`src/rtl/ooo_config.svh`:
```
`ifndef OOO_CONFIG_SVH
`define OOO_CONFIG_SVH

// operand and result width
`define DATA_LEN 32

// architectural registers, x0 reads as zero
`define REG_NUM 32
`define REG_SEL 5

// reorder buffer, index doubles as rename tag
`define ROB_DEPTH 8
`define ROB_SEL 3

// alu reservation station slots
`define RS_DEPTH 4

`endif

```
`src/rtl/ooo_pkg.sv`:
```
`include "ooo_config.svh"

package ooo_pkg;

    // one machine word
    typedef logic [`DATA_LEN-1:0] data_t;

    // architectural register number
    typedef logic [`REG_SEL-1:0] reg_sel_t;

    // rename tag, same as the rob index
    typedef logic [`ROB_SEL-1:0] rob_tag_t;

    // alu operations
    // shifts take the low 5 bits of operand b, slt compares signed
    typedef enum logic [2:0] {
        ALU_ADD = 3'd0,
        ALU_SUB = 3'd1,
        ALU_AND = 3'd2,
        ALU_OR  = 3'd3,
        ALU_XOR = 3'd4,
        ALU_SLL = 3'd5,
        ALU_SRL = 3'd6,
        ALU_SLT = 3'd7
    } alu_op_e;

endpackage

```
`src/rtl/alu_unit.sv`:
```
`timescale 1ns/10ps

module alu_unit
    import ooo_pkg::*;
(
    input  logic     clk_i,
    input  logic     arst_n_i,
    input  logic     iss_valid_i,
    input  alu_op_e  iss_op_i,
    input  data_t    iss_a_i,
    input  data_t    iss_b_i,
    input  rob_tag_t iss_tag_i,
    output logic     res_valid_o,
    output rob_tag_t res_tag_o,
    output data_t    res_data_o
);

    data_t result;

    always_comb begin
        case (iss_op_i)
            ALU_ADD: result = iss_a_i + iss_b_i;
            ALU_SUB: result = iss_a_i - iss_b_i;
            ALU_AND: result = iss_a_i & iss_b_i;
            ALU_OR:  result = iss_a_i | iss_b_i;
            ALU_XOR: result = iss_a_i ^ iss_b_i;
            ALU_SLL: result = iss_a_i << iss_b_i[4:0];
            ALU_SRL: result = iss_a_i >> iss_b_i[4:0];
            ALU_SLT: result = data_t'($signed(iss_a_i) < $signed(iss_b_i));
            default: result = '0;
        endcase
    end

    // broadcast strobe, one cycle after issue
    always_ff @(posedge clk_i or negedge arst_n_i) begin
        if (!arst_n_i) begin
            res_valid_o <= 1'b0;
        end else begin
            res_valid_o <= iss_valid_i;
        end
    end

    always_ff @(posedge clk_i) begin
        if (iss_valid_i) begin
            res_tag_o  <= iss_tag_i;
            res_data_o <= result;
        end
    end

endmodule

```
`src/rtl/dispatch_ctrl.sv`:
```
`timescale 1ns/10ps

module dispatch_ctrl (
    input  logic clk_i,
    input  logic arst_n_i,
    input  logic disp_req_i,
    input  logic rob_full_i,
    input  logic rs_full_i,
    output logic disp_ack_o,
    output logic alloc_o
);

    typedef enum logic [1:0] {
        ST_IDLE  = 2'd0,
        ST_GRANT = 2'd1,
        ST_HOLD  = 2'd2
    } state_e;

    state_e state_q;
    state_e state_d;
    logic   room;

    // both the rob and the station need a free entry
    assign room = !rob_full_i && !rs_full_i;

    // allocation happens on the edge that raises ack
    assign alloc_o = (state_q == ST_IDLE) && disp_req_i && room;

    assign disp_ack_o = (state_q != ST_IDLE);

    always_comb begin
        state_d = state_q;
        case (state_q)
            ST_IDLE: begin
                if (alloc_o) begin
                    state_d = ST_GRANT;
                end
            end
            ST_GRANT: begin
                if (disp_req_i) begin
                    state_d = ST_HOLD;
                end else begin
                    state_d = ST_IDLE;
                end
            end
            ST_HOLD: begin
                // wait for the source to release req
                if (!disp_req_i) begin
                    state_d = ST_IDLE;
                end
            end
            default: begin
                state_d = ST_IDLE;
            end
        endcase
    end

    always_ff @(posedge clk_i or negedge arst_n_i) begin
        if (!arst_n_i) begin
            state_q <= ST_IDLE;
        end else begin
            state_q <= state_d;
        end
    end

endmodule

```
`src/rtl/ooo_backend.sv`:
```
`timescale 1ns/10ps
`include "ooo_config.svh"

module ooo_backend
    import ooo_pkg::*;
(
    input  logic     clk_i,
    input  logic     arst_n_i,
    input  logic     disp_req_i,
    input  alu_op_e  disp_op_i,
    input  reg_sel_t disp_rd_i,
    input  reg_sel_t disp_rs1_i,
    input  reg_sel_t disp_rs2_i,
    input  data_t    disp_imm_i,
    input  logic     disp_use_imm_i,
    output logic     disp_ack_o,
    output logic     commit_valid_o,
    output reg_sel_t commit_rd_o,
    output data_t    commit_data_o
);

    logic                  rob_full;
    logic                  rs_full;
    logic                  alloc;
    rob_tag_t              tail_tag;
    logic [`ROB_DEPTH-1:0] rob_done;
    data_t                 rob_data [`ROB_DEPTH];
    rob_tag_t              commit_tag;

    logic     src1_rdy;
    logic     src2_rdy;
    data_t    src1_val;
    data_t    src2_val;
    rob_tag_t src1_tag;
    rob_tag_t src2_tag;

    logic     iss_valid;
    alu_op_e  iss_op;
    data_t    iss_a;
    data_t    iss_b;
    rob_tag_t iss_tag;

    // alu broadcast
    logic     res_valid;
    rob_tag_t res_tag;
    data_t    res_data;

    dispatch_ctrl u_dispatch_ctrl (
        .clk_i      (clk_i),
        .arst_n_i   (arst_n_i),
        .disp_req_i (disp_req_i),
        .rob_full_i (rob_full),
        .rs_full_i  (rs_full),
        .disp_ack_o (disp_ack_o),
        .alloc_o    (alloc)
    );

    rename_map u_rename_map (
        .clk_i          (clk_i),
        .arst_n_i       (arst_n_i),
        .alloc_i        (alloc),
        .disp_rd_i      (disp_rd_i),
        .disp_rs1_i     (disp_rs1_i),
        .disp_rs2_i     (disp_rs2_i),
        .tail_tag_i     (tail_tag),
        .rob_done_i     (rob_done),
        .rob_data_i     (rob_data),
        .res_valid_i    (res_valid),
        .res_tag_i      (res_tag),
        .res_data_i     (res_data),
        .commit_valid_i (commit_valid_o),
        .commit_rd_i    (commit_rd_o),
        .commit_tag_i   (commit_tag),
        .commit_data_i  (commit_data_o),
        .src1_rdy_o     (src1_rdy),
        .src2_rdy_o     (src2_rdy),
        .src1_val_o     (src1_val),
        .src2_val_o     (src2_val),
        .src1_tag_o     (src1_tag),
        .src2_tag_o     (src2_tag)
    );

    rs_alu u_rs_alu (
        .clk_i          (clk_i),
        .arst_n_i       (arst_n_i),
        .alloc_i        (alloc),
        .disp_op_i      (disp_op_i),
        .disp_imm_i     (disp_imm_i),
        .disp_use_imm_i (disp_use_imm_i),
        .src1_rdy_i     (src1_rdy),
        .src2_rdy_i     (src2_rdy),
        .src1_val_i     (src1_val),
        .src2_val_i     (src2_val),
        .src1_tag_i     (src1_tag),
        .src2_tag_i     (src2_tag),
        .tail_tag_i     (tail_tag),
        .res_valid_i    (res_valid),
        .res_tag_i      (res_tag),
        .res_data_i     (res_data),
        .rs_full_o      (rs_full),
        .iss_valid_o    (iss_valid),
        .iss_op_o       (iss_op),
        .iss_a_o        (iss_a),
        .iss_b_o        (iss_b),
        .iss_tag_o      (iss_tag)
    );

    alu_unit u_alu_unit (
        .clk_i       (clk_i),
        .arst_n_i    (arst_n_i),
        .iss_valid_i (iss_valid),
        .iss_op_i    (iss_op),
        .iss_a_i     (iss_a),
        .iss_b_i     (iss_b),
        .iss_tag_i   (iss_tag),
        .res_valid_o (res_valid),
        .res_tag_o   (res_tag),
        .res_data_o  (res_data)
    );

    rob u_rob (
        .clk_i          (clk_i),
        .arst_n_i       (arst_n_i),
        .alloc_i        (alloc),
        .disp_rd_i      (disp_rd_i),
        .res_valid_i    (res_valid),
        .res_tag_i      (res_tag),
        .res_data_i     (res_data),
        .tail_tag_o     (tail_tag),
        .rob_full_o     (rob_full),
        .rob_done_o     (rob_done),
        .rob_data_o     (rob_data),
        .commit_valid_o (commit_valid_o),
        .commit_rd_o    (commit_rd_o),
        .commit_tag_o   (commit_tag),
        .commit_data_o  (commit_data_o)
    );

endmodule

```
`src/rtl/rename_map.sv`:
```
`timescale 1ns/10ps
`include "ooo_config.svh"

module rename_map
    import ooo_pkg::*;
(
    input  logic                 clk_i,
    input  logic                 arst_n_i,
    input  logic                 alloc_i,
    input  reg_sel_t             disp_rd_i,
    input  reg_sel_t             disp_rs1_i,
    input  reg_sel_t             disp_rs2_i,
    input  rob_tag_t             tail_tag_i,
    input  logic [`ROB_DEPTH-1:0] rob_done_i,
    input  data_t                rob_data_i [`ROB_DEPTH],
    input  logic                 res_valid_i,
    input  rob_tag_t             res_tag_i,
    input  data_t                res_data_i,
    input  logic                 commit_valid_i,
    input  reg_sel_t             commit_rd_i,
    input  rob_tag_t             commit_tag_i,
    input  data_t                commit_data_i,
    output logic                 src1_rdy_o,
    output logic                 src2_rdy_o,
    output data_t                src1_val_o,
    output data_t                src2_val_o,
    output rob_tag_t             src1_tag_o,
    output rob_tag_t             src2_tag_o
);

    data_t    arf_q  [`REG_NUM];
    rob_tag_t tag_q  [`REG_NUM];
    logic [`REG_NUM-1:0] busy_q;

    // value from arf, finished rob entry or the broadcast, else a tag
    function automatic void resolve(
        input  reg_sel_t rs,
        output logic     rdy,
        output data_t    val,
        output rob_tag_t tag
    );
        rob_tag_t t;
        t   = tag_q[rs];
        tag = t;
        rdy = 1'b1;
        if (rs == '0) begin
            val = '0;
        end else if (!busy_q[rs]) begin
            val = arf_q[rs];
        end else if (rob_done_i[t]) begin
            val = rob_data_i[t];
        end else if (res_valid_i && res_tag_i == t) begin
            val = res_data_i;
        end else begin
            val = '0;
            rdy = 1'b0;
        end
    endfunction

    always_comb begin
        resolve(disp_rs1_i, src1_rdy_o, src1_val_o, src1_tag_o);
        resolve(disp_rs2_i, src2_rdy_o, src2_val_o, src2_tag_o);
    end

    always_ff @(posedge clk_i or negedge arst_n_i) begin
        if (!arst_n_i) begin
            busy_q <= '0;
            for (int i = 0; i < `REG_NUM; i++) begin
                arf_q[i] <= '0;
            end
        end else begin
            if (commit_valid_i && commit_rd_i != '0) begin
                arf_q[commit_rd_i] <= commit_data_i;
                if (tag_q[commit_rd_i] == commit_tag_i) begin
                    busy_q[commit_rd_i] <= 1'b0;
                end
            end
            // a new mapping of the same register overrides the clear
            if (alloc_i && disp_rd_i != '0) begin
                busy_q[disp_rd_i] <= 1'b1;
            end
        end
    end

    always_ff @(posedge clk_i) begin
        if (alloc_i && disp_rd_i != '0) begin
            tag_q[disp_rd_i] <= tail_tag_i;
        end
    end

endmodule

```
`src/rtl/rob.sv`:
```
`timescale 1ns/10ps
`include "ooo_config.svh"

module rob
    import ooo_pkg::*;
(
    input  logic                  clk_i,
    input  logic                  arst_n_i,
    input  logic                  alloc_i,
    input  reg_sel_t              disp_rd_i,
    input  logic                  res_valid_i,
    input  rob_tag_t              res_tag_i,
    input  data_t                 res_data_i,
    output rob_tag_t              tail_tag_o,
    output logic                  rob_full_o,
    output logic [`ROB_DEPTH-1:0] rob_done_o,
    output data_t                 rob_data_o [`ROB_DEPTH],
    output logic                  commit_valid_o,
    output reg_sel_t              commit_rd_o,
    output rob_tag_t              commit_tag_o,
    output data_t                 commit_data_o
);

    rob_tag_t             head_q;
    rob_tag_t             tail_q;
    logic [`ROB_SEL:0]    count_q;
    logic [`ROB_DEPTH-1:0] done_q;
    reg_sel_t             rd_q   [`ROB_DEPTH];
    data_t                data_q [`ROB_DEPTH];

    assign tail_tag_o = tail_q;
    assign rob_full_o = (count_q == (`ROB_SEL+1)'(`ROB_DEPTH));
    assign rob_done_o = done_q;
    assign rob_data_o = data_q;

    // head retires as soon as it is finished
    assign commit_valid_o = (count_q != '0) && done_q[head_q];
    assign commit_rd_o    = rd_q[head_q];
    assign commit_tag_o   = head_q;
    assign commit_data_o  = data_q[head_q];

    always_ff @(posedge clk_i or negedge arst_n_i) begin
        if (!arst_n_i) begin
            head_q  <= '0;
            tail_q  <= '0;
            count_q <= '0;
            done_q  <= '0;
        end else begin
            if (res_valid_i) begin
                done_q[res_tag_i] <= 1'b1;
            end
            if (alloc_i) begin
                done_q[tail_q] <= 1'b0;
                tail_q         <= tail_q + 1'b1;
            end
            if (commit_valid_o) begin
                head_q <= head_q + 1'b1;
            end
            count_q <= count_q + (`ROB_SEL+1)'(alloc_i)
                     - (`ROB_SEL+1)'(commit_valid_o);
        end
    end

    always_ff @(posedge clk_i) begin
        if (alloc_i) begin
            rd_q[tail_q] <= disp_rd_i;
        end
        if (res_valid_i) begin
            data_q[res_tag_i] <= res_data_i;
        end
    end

endmodule

```
`src/rtl/rs_alu.sv`:
```
`timescale 1ns/10ps
`include "ooo_config.svh"

module rs_alu
    import ooo_pkg::*;
(
    input  logic     clk_i,
    input  logic     arst_n_i,
    input  logic     alloc_i,
    input  alu_op_e  disp_op_i,
    input  data_t    disp_imm_i,
    input  logic     disp_use_imm_i,
    input  logic     src1_rdy_i,
    input  logic     src2_rdy_i,
    input  data_t    src1_val_i,
    input  data_t    src2_val_i,
    input  rob_tag_t src1_tag_i,
    input  rob_tag_t src2_tag_i,
    input  rob_tag_t tail_tag_i,
    input  logic     res_valid_i,
    input  rob_tag_t res_tag_i,
    input  data_t    res_data_i,
    output logic     rs_full_o,
    output logic     iss_valid_o,
    output alu_op_e  iss_op_o,
    output data_t    iss_a_o,
    output data_t    iss_b_o,
    output rob_tag_t iss_tag_o
);

    localparam int SLOT_W = $clog2(`RS_DEPTH);

    logic [`RS_DEPTH-1:0] valid_q;
    logic [SLOT_W-1:0]    age_q [`RS_DEPTH];
    alu_op_e              op_q  [`RS_DEPTH];
    data_t                a_val_q [`RS_DEPTH];
    data_t                b_val_q [`RS_DEPTH];
    rob_tag_t             a_tag_q [`RS_DEPTH];
    rob_tag_t             b_tag_q [`RS_DEPTH];
    rob_tag_t             dst_q   [`RS_DEPTH];
    logic [`RS_DEPTH-1:0] a_rdy_q;
    logic [`RS_DEPTH-1:0] b_rdy_q;
    logic [`RS_DEPTH-1:0] ready;

    logic              iss_fire;
    logic [SLOT_W-1:0] iss_idx;
    logic [SLOT_W-1:0] iss_age;
    logic [SLOT_W-1:0] free_idx;

    assign ready     = valid_q & a_rdy_q & b_rdy_q;
    assign rs_full_o = &valid_q;

    // lowest free slot
    always_comb begin
        free_idx = '0;
        for (int i = `RS_DEPTH - 1; i >= 0; i--) begin
            if (!valid_q[i]) begin
                free_idx = SLOT_W'(i);
            end
        end
    end

    // oldest ready entry has the largest age
    always_comb begin
        iss_fire = 1'b0;
        iss_idx  = '0;
        iss_age  = '0;
        for (int i = 0; i < `RS_DEPTH; i++) begin
            if (ready[i] && (!iss_fire || age_q[i] > iss_age)) begin
                iss_fire = 1'b1;
                iss_idx  = SLOT_W'(i);
                iss_age  = age_q[i];
            end
        end
    end

    assign iss_valid_o = iss_fire;
    assign iss_op_o    = op_q[iss_idx];
    assign iss_a_o     = a_val_q[iss_idx];
    assign iss_b_o     = b_val_q[iss_idx];
    assign iss_tag_o   = dst_q[iss_idx];

    // ages stay a dense 0..n-1 order over the valid slots
    always_ff @(posedge clk_i or negedge arst_n_i) begin
        if (!arst_n_i) begin
            valid_q <= '0;
            for (int i = 0; i < `RS_DEPTH; i++) begin
                age_q[i] <= '0;
            end
        end else begin
            for (int i = 0; i < `RS_DEPTH; i++) begin
                if (valid_q[i]) begin
                    age_q[i] <= age_q[i] + SLOT_W'(alloc_i)
                              - SLOT_W'(iss_fire && age_q[i] > iss_age);
                end
            end
            if (iss_fire) begin
                valid_q[iss_idx] <= 1'b0;
            end
            if (alloc_i) begin
                valid_q[free_idx] <= 1'b1;
                age_q[free_idx]   <= '0;
            end
        end
    end

    always_ff @(posedge clk_i) begin
        // wakeup from the alu broadcast
        for (int i = 0; i < `RS_DEPTH; i++) begin
            if (res_valid_i && !a_rdy_q[i] && a_tag_q[i] == res_tag_i) begin
                a_val_q[i] <= res_data_i;
                a_rdy_q[i] <= 1'b1;
            end
            if (res_valid_i && !b_rdy_q[i] && b_tag_q[i] == res_tag_i) begin
                b_val_q[i] <= res_data_i;
                b_rdy_q[i] <= 1'b1;
            end
        end
        if (alloc_i) begin
            op_q[free_idx]    <= disp_op_i;
            dst_q[free_idx]   <= tail_tag_i;
            a_val_q[free_idx] <= src1_val_i;
            a_rdy_q[free_idx] <= src1_rdy_i;
            a_tag_q[free_idx] <= src1_tag_i;
            b_tag_q[free_idx] <= src2_tag_i;
            if (disp_use_imm_i) begin
                b_val_q[free_idx] <= disp_imm_i;
                b_rdy_q[free_idx] <= 1'b1;
            end else begin
                b_val_q[free_idx] <= src2_val_i;
                b_rdy_q[free_idx] <= src2_rdy_i;
            end
        end
    end

endmodule

```
`config.mk`:
```
export PLATFORM = sky130hd
export DESIGN_NAME = ooo_backend
export DESIGN_NICKNAME = d
export VERILOG_FILES = /design/src/rtl/ooo_pkg.sv /design/src/rtl/alu_unit.sv /design/src/rtl/dispatch_ctrl.sv /design/src/rtl/ooo_backend.sv /design/src/rtl/rename_map.sv /design/src/rtl/rob.sv /design/src/rtl/rs_alu.sv
export VERILOG_INCLUDE_DIRS = /design/src /design/src/rtl
export SDC_FILE = /design/constraint.sdc
export NUM_CORES = 2
export LEC_CHECK = 0
export CAP_MARGIN = 20
export CORE_MARGIN = 4
export CORE_UTILIZATION = 55
export CTS_CLUSTER_SIZE = 14
export DETAILED_ROUTE_END_ITERATION = 10
export DONT_BUFFER_PORTS = 1
export GPL_TIMING_DRIVEN = 0
export MAX_ROUTING_LAYER = met4
export PLACE_DENSITY = 0.71
export SLEW_MARGIN = 20
export SYNTH_ARGS = -nofsm -noshare
export SYNTH_HDL_FRONTEND = slang
export SYNTH_SLANG_ARGS = --single-unit
```
`constraint.sdc`:
```
create_clock -name clk_i -period 10.35 [get_ports clk_i]
set_input_delay 2.07 -clock clk_i [delete_from_list [all_inputs] [get_ports clk_i]]
set_output_delay 2.07 -clock clk_i [all_outputs]
set_load 0.01 [all_outputs]
```
* Word-level counts from Yosys, hierarchy flattened
Memory sizes are Yosys's and may differ from the RTL's. A register that Yosys moved wholly into a read port is not among the register bits.
Cells that the tools add are included.
** Storage, ports and cells
- Bits in registers :: 1385
- Bits in writable memories :: 440
- Memories :: 8
** Cells by class
- $add $sub $neg :: 14
- Magnitude comparators :: 36
- Equality and inequality tests :: 23
- Shift operators :: 2
- Mux-type cells :: 133
- Bitwise gates (word level) :: 26
- Reductions and logical operators :: 66
** Memories
- u_rs_alu.a_val_q :: words 4, width 32, read ports 1, clocked after Yosys merged registers in 0, write ports 5, line rs_alu.sv:36 : data_t a_val_q [`RS_DEPTH];
- u_rs_alu.b_val_q :: words 4, width 32, read ports 1, clocked after Yosys merged registers in 0, write ports 5, line rs_alu.sv:37 : data_t b_val_q [`RS_DEPTH];
- u_rename_map.tag_q :: words 32, width 3, read ports 3, clocked after Yosys merged registers in 0, write ports 1, line rename_map.sv:32 : rob_tag_t tag_q [`REG_NUM];
- u_rob.rd_q :: words 8, width 5, read ports 1, clocked after Yosys merged registers in 0, write ports 1, line rob.sv:28 : reg_sel_t rd_q [`ROB_DEPTH];
- u_rs_alu.a_tag_q :: words 4, width 3, read ports 4, clocked after Yosys merged registers in 0, write ports 1, line rs_alu.sv:38 : rob_tag_t a_tag_q [`RS_DEPTH];
- u_rs_alu.b_tag_q :: words 4, width 3, read ports 4, clocked after Yosys merged registers in 0, write ports 1, line rs_alu.sv:39 : rob_tag_t b_tag_q [`RS_DEPTH];
- +2 memories
** Operator list (count)
- $bwmux 1024 :: 1
- $mux 32 :: 24
- $bmux 32 s5 :: 2
- $bmux 32 s3 :: 3
- $bwmux 256 :: 1
- $pmux 32 s8 :: 1
- $demux 32 s5 :: 1
- $demux 32 s3 :: 1
- $and 32x32->32 :: 2
- $or 32x32->32 :: 2
- $mux 1 :: 58
- $logic_and 1x1->1 :: 40
- $mux 2 :: 18
- $eq 3x3->1 :: 11
- $add 32x32->32 :: 1
- $lt 32x32->1 :: 1
- $not 32->32 :: 1
- $shl 32x5->32 :: 1
- $shr 32x5->32 :: 1
- $sub 32x32->32 :: 1
- $xor 32x32->32 :: 1
- $lt 5x6->1 const B :: 4
- $mux 8 :: 3
- $lt 3x4->1 const B :: 5
- other kinds (53) :: 116

* Depth between registers and ports, before layout
- Word-level depth :: 24
- Gate-level depth with buffers :: 42
- Gate-level depth less buffers :: 35

* Cells and area by module
A second synthesis with hierarchy kept.
** Second synthesis, totals
- Cells, all modules :: 8211
- Area total of the unflattened synthesis :: 104032.3 µm²
** By module, submodules not included
- rename_map :: times used 1, cells each 4992, area each 66734.0 µm², seq. area each 29308.1 µm²
- rs_alu :: times used 1, cells each 1414, area each 15673.8 µm², seq. area each 9589.2 µm²
- rob :: times used 1, cells each 531, area each 12189.2 µm², seq. area each 9339.0 µm²
- alu_unit :: times used 1, cells each 1267, area each 9344.0 µm², seq. area each 1076.0 µm²
- dispatch_ctrl :: times used 1, cells each 7, area each 91.3 µm², seq. area each 50.0 µm²

* Worst setup path before layout
Ideal clock, no wire load.
- Path kind :: register to register
- From :: reg u_rs_alu.valid_q[0]
- To :: reg u_alu_unit.res_data_o[30], data pin
- Library setup time :: 0.158 ns
- Arrival time :: 8.946 ns
- Data required time :: 10.192 ns
- Slack :: 1.246 ns
- Stages on the path, launching flop included :: 42
- Buffers on the path :: 10
- Period minus slack after synthesis :: 9.104 ns
- Cells stage by stage :: dfrtp_1 > buf_2 > and3_1 > nand2_1 > ha_1 > nor2b_1 > a2bb2oi_1 > o21a_1 > buf_2 > clkbuf_1 > buf_1 > nor2_1 > a21oi_1 > ha_1 > nor2b_1 > o21a_1 > o21ai_0 > clkbuf_1 > [... 6 more ...] > buf_1 > buf_2 > buf_1 > buf_1 > o22ai_1 > a21oi_1 > ha_1 > a21o_1 > a21oi_1 > nor2_1 > o32ai_1 > nand2_1 > a221o_1 > a221o_1 > a2111oi_0 > a221oi_1 > and3_1 > o211ai_1
** On the way
- Word-level cells in the longest chain between the ends :: 18
** RTL lines
- start, declared :: line rs_alu.sv:33 : logic [`RS_DEPTH-1:0] valid_q;
- start signal, assigned :: line rs_alu.sv:86 : valid_q <= '0;
- start signal, assigned by index :: line rs_alu.sv:98 : valid_q[iss_idx] <= 1'b0;
- start signal, assigned by index :: line rs_alu.sv:101 : valid_q[free_idx] <= 1'b1;
- $and 4x4->4 (*) (2 in a row) :: line rs_alu.sv:50 : assign ready = valid_q & a_rdy_q & b_rdy_q;
- $mux 2 or $mux 1 (tied branches) :: line rs_alu.sv:69 : if (ready[i] && (!iss_fire || age_q[i] > iss_age)) begin
- $gt 2x2->1 or $logic_not 1->1 (tied branches) :: line rs_alu.sv:69
- $logic_or 1x1->1 :: line rs_alu.sv:69
- $logic_and 1x1->1 :: line rs_alu.sv:69
- $mux 2 or $mux 1 (tied branches) :: line rs_alu.sv:69
- $gt 2x2->1 or $logic_not 1->1 (tied branches) :: line rs_alu.sv:69
- $logic_or 1x1->1 :: line rs_alu.sv:69
- [... 2 more ...]
- $gt 2x2->1 or $logic_not 1->1 (tied branches) :: line rs_alu.sv:69
- $logic_or 1x1->1 :: line rs_alu.sv:69
- $logic_and 1x1->1 :: line rs_alu.sv:69
- $mux 2 (*) :: line rs_alu.sv:69
- $mem_v2 4x32 (tied with other cells)
- $sub 32x32->32 (tied with other cells) :: line alu_unit.sv:23 : ALU_SUB: result = iss_a_i - iss_b_i;
- $pmux 32 s8 (*) :: line alu_unit.sv:21 : case (iss_op_i)
- named net u_alu_unit.result[30] :: line alu_unit.sv:18 : data_t result;
- end signal, assigned :: line alu_unit.sv:46 : res_data_o <= result;
- end, declared :: line alu_unit.sv:15 : output data_t res_data_o
Mark *: on every way through the listed nets, which the timed path passes. The rest lies on a longest branch.
A chain may end at the register's enable or synchronous reset.

* Worst setup path in the final report
- From :: reg u_rs_alu.valid_q[0]
- To :: reg u_alu_unit.res_data_o[28], data pin
The elaborated chain is that of the path after synthesis.

==> flow_summary_export.csv <==
group,metric,value,unit
floorplanning,die_y,437,um
synth,async_reset_ff_frac,0.596,
synth,synth_area_leader_cell,"dfrtp_1",
finish,multi_input_area,0.0483,sq mm
route,num_vias,87600,
synth,synth_edf_count,731,
floorplanning,die_w,437,um
status,status,"finished, final reports clean",
sta,fmax,98.4,MHz
setup_path,critPathMaxStageDelay,0.61,ns
sta,final_max_slew_viol_count,0,
global_routing,antenna_found_initial,32,
hold_path,hold_class,"flop to flop",
sta,finalHoldViolCount,0,
cts,cts_tree,"yes",
floorplanning,ios,93,
placed_design,place_ws,-5.37,ns
floorplanning,die_area,0.191,sq mm
finish,nets,9539,
global_routing,grt_max_degree,214,
finish,syn_to_final_growth,11.9,%
synth,syn_inst,9080,
sta,worst_slew_pin_slew,1.35,ns
floorplanning,rows,157,
finish,finish.utilization,0.619,
cts,cts_buffers,192,
setup_path,cp_max_fo,11,
synth,synth_area_leaders,"dfrtp_1 (27%), edfxtp_1 (22%), mux4_2 (14%)",
global_routing,grt_pass1_vias,84200,
route,first_iter_violations,16000,
finish,drive_gt1_frac,0.157,
global_routing,grt_pass1_wl,642,mm
floorplanning,core,0.183,sq mm
route,drcViolationCount,0,
global_routing,grtUsageTotal,0.491,
placed_design,numPortBuffers,0,
cts,clkTransAtPathRegs,0.06,ns
route,postRouteAntennaNets,0,
setup_path,criticalPathCategory,"flop to flop",
synth,seq_area_frac_synth,0.487,
sta,slew-limit-headroom,0.100,
setup_path,worstPathArrival,10.77,ns
cts,clock_path_buffers,3,
cts,hold_buffers,0,
synth,synth_cell_types,98,
job,cap_violations,0,
placed_design,gp_routability_congestion,1.07,
placed_design,place_hpwl,346,mm
cts,cts_root_buffer,"clkbuf_16",
synth,yosysWarnings,0,
sta,setup_viol,0,
floorplanning,start_util,0.553,
setup_path,cp.required,10.96,ns
synth,synthesis.area,0.101,sq mm
setup_path,end_kind,"flop",
sta,finalCriticalPeriod,10.16,ns
route,via_per_inst,7.28,
route,wl,463,mm
synth,ys_dominant_reg_cell,"dfrtp_1",
synth,synth-seq-cells,1828,
sta,finalCritPeriodShare,0.982,
setup_path,startpoint_type,"flop",
global_routing,grt_overflow_total,0,
route,drt_pass1_iterations,10,
setup_path,cpMaxStageDelayCell,"a211oi_2",
finish,fill_cells,14900,
synth,synth_most_common_cell,"nand2_1",
synth,synth_commonest_cells,"nand2_1 (1537), o21ai_0 (1279), dfrtp_1 (1089)",
cts,clock_latency,0.90,ns
cts,cts_num_sinks,1828,
synth,syn_avg_cell_area,11.2,sq um
sta,fin_skew,0.0672,ns
finish,regArea,0.0494,sq mm
synth,yosysTopAreaCellShare,0.269,
route,wl_per_cell,38.5,um
sta,setup_slack,0.191,ns
cts,htreeDepth,4,
## cell usage in the layout (no fill, tap or decap), types with 48 or more instances in the layout
| cell | instances |
|---|---|
| o22ai_1 | 137 |
| inv_1 | 170 |
| buf_4 | 54 |
| clkbuf_2 | 71 |
| a21oi_1 | 267 |
| mux4_2 | 613 |
| ha_1 | 127 |
| buf_2 | 150 |
| a22oi_1 | 82 |
| nor2_1 | 280 |
| a221oi_1 | 99 |
| nand2_1 | 1535 |
| dfrtp_1 | 1086 |
| a31oi_1 | 99 |
| clkbuf_1 | 567 |
| diode_2 | 48 |
| nand3_1 | 72 |
| o211ai_1 | 58 |
| o21ai_0 | 1266 |
| edfxtp_1 | 731 |
| clkbuf_16 | 193 |
| mux2i_1 | 779 |
| o21ai_1 | 112 |
## final timing paths
check                                       endpoint  slack [ns]                     from  depth (start not counted)
setup reg to reg           u_alu_unit.res_data_o[28]        0.19      u_rs_alu.valid_q[0]                         39
max in group asynchronous    u_rename_map.arf_q[689]        6.67                 arst_n_i                          4
hold / removal               u_rename_map.arf_q[997]        0.49  u_rename_map.arf_q[997]                          1
hold reg to reg              u_rename_map.arf_q[997]        0.49  u_rename_map.arf_q[997]                          1
min in group asynchronous          u_rs_alu.age_q[2]        0.89                 arst_n_i                          0
setup / recovery           u_alu_unit.res_data_o[28]        0.19      u_rs_alu.valid_q[0]                         39
## critical path, delay by kind of cell, from the launching register on
| family | cells | cell delay [ns] |
|---|---|---|
| buffers and inverters | 10 | 2.90 |
| AND/OR/NAND/NOR | 7 | 0.93 |
| flip-flops | 1 | 0.31 |
| multiplexers | 1 | 0.38 |
| adder cells (fa/ha/maj) | 4 | 1.22 |
| AO/OA/AOI/OAI | 17 | 4.09 |
## through the flow
step | instance area [sq um] | hold WS (ns) | std cells | TNS [ns]
floorplan | 101000 | 0.445 | 9082 | 0
global placement | 104000 | 0.457 | 11500 | -156.10
detailed placement | 106000 | 0.468 | 11600 | -143.01
CTS | 113000 | 0.481 | 12000 | 0
global route | 113000 | 0.496 | 12000 | -0.0297
finish | 113000 | 0.489 | 12000 | 0
## cell families (layout without fill, tap and decap cells)
group                    count (synthesis)  after routing  synth area share
AND/OR/NAND/NOR                       2097           2097            0.0840
adder cells (fa/ha/maj)                130            130            0.0163
AO/OA/AOI/OAI                         2465           2465             0.144
other                                    1             51         0.0000370
flip-flops                            1828           1828             0.487
multiplexers                          1449           1449             0.220
buffers and inverters                 1040           1476            0.0418
XOR/XNOR                                70             70           0.00605
## area by class of cell
type / count / share of cell area
buffer: 851 / 0.0333
inverter: 184 / 0.00610
clock buffer: 252 / 0.0474
multi-input combinational: 6214 / 0.426
tap: 2464 / 0.0272
sequential: 1828 / 0.435
antenna: 48 / 0.00106
timing repair buffer: 84 / 0.0114
clock inverter: 105 / 0.0121
## layer usage
| layer | wire length (um) | vias to the layer above | track usage |
|---|---|---|---|
| li1 | - | 34400 | - |
| met3 | 66300 | 2070 | 0.175 |
| met2 | 196000 | 7514 | 0.686 |
| met5 | 0 | - | - |
| met4 | 45800 | 0 | 0.371 |
| met1 | 155000 | 43500 | 0.584 |
## what timing repair did
item / in CTS / in global routing
hold endpoints to repair: 0 / 0
setup endpoints to repair: 43 / 22
buffers inserted: 11 / 2
pin swaps: 8 / 6
gates cloned: 0 / 0
gates resized for setup: 118 / 26
## registers in the layout, indices dropped and copies added, names as in the netlist, 4 cells and up
register,flops
u_rs_alu.b_rdy_q,4
u_rs_alu.a_rdy_q,4
u_rob.count_q,4
u_rob.rob_done_o,8
u_rs_alu.b_val_q,128
u_rs_alu.a_val_q,128
u_rob.rd_q,40
u_rename_map.tag_q,96
u_alu_unit.res_data_o,32
u_rs_alu.valid_q,4
u_rs_alu.op_q,12
u_rs_alu.age_q,8
u_rename_map.busy_q,32
u_rs_alu.a_tag_q,12
u_rs_alu.dst_q,12
u_rename_map.arf_q,1024
u_rob.rob_data_o,256
u_rs_alu.b_tag_q,12
Power is left out: the tool's default activity adds up to more than one toggle a clock period on the data nets, which glitch-free logic cannot reach.
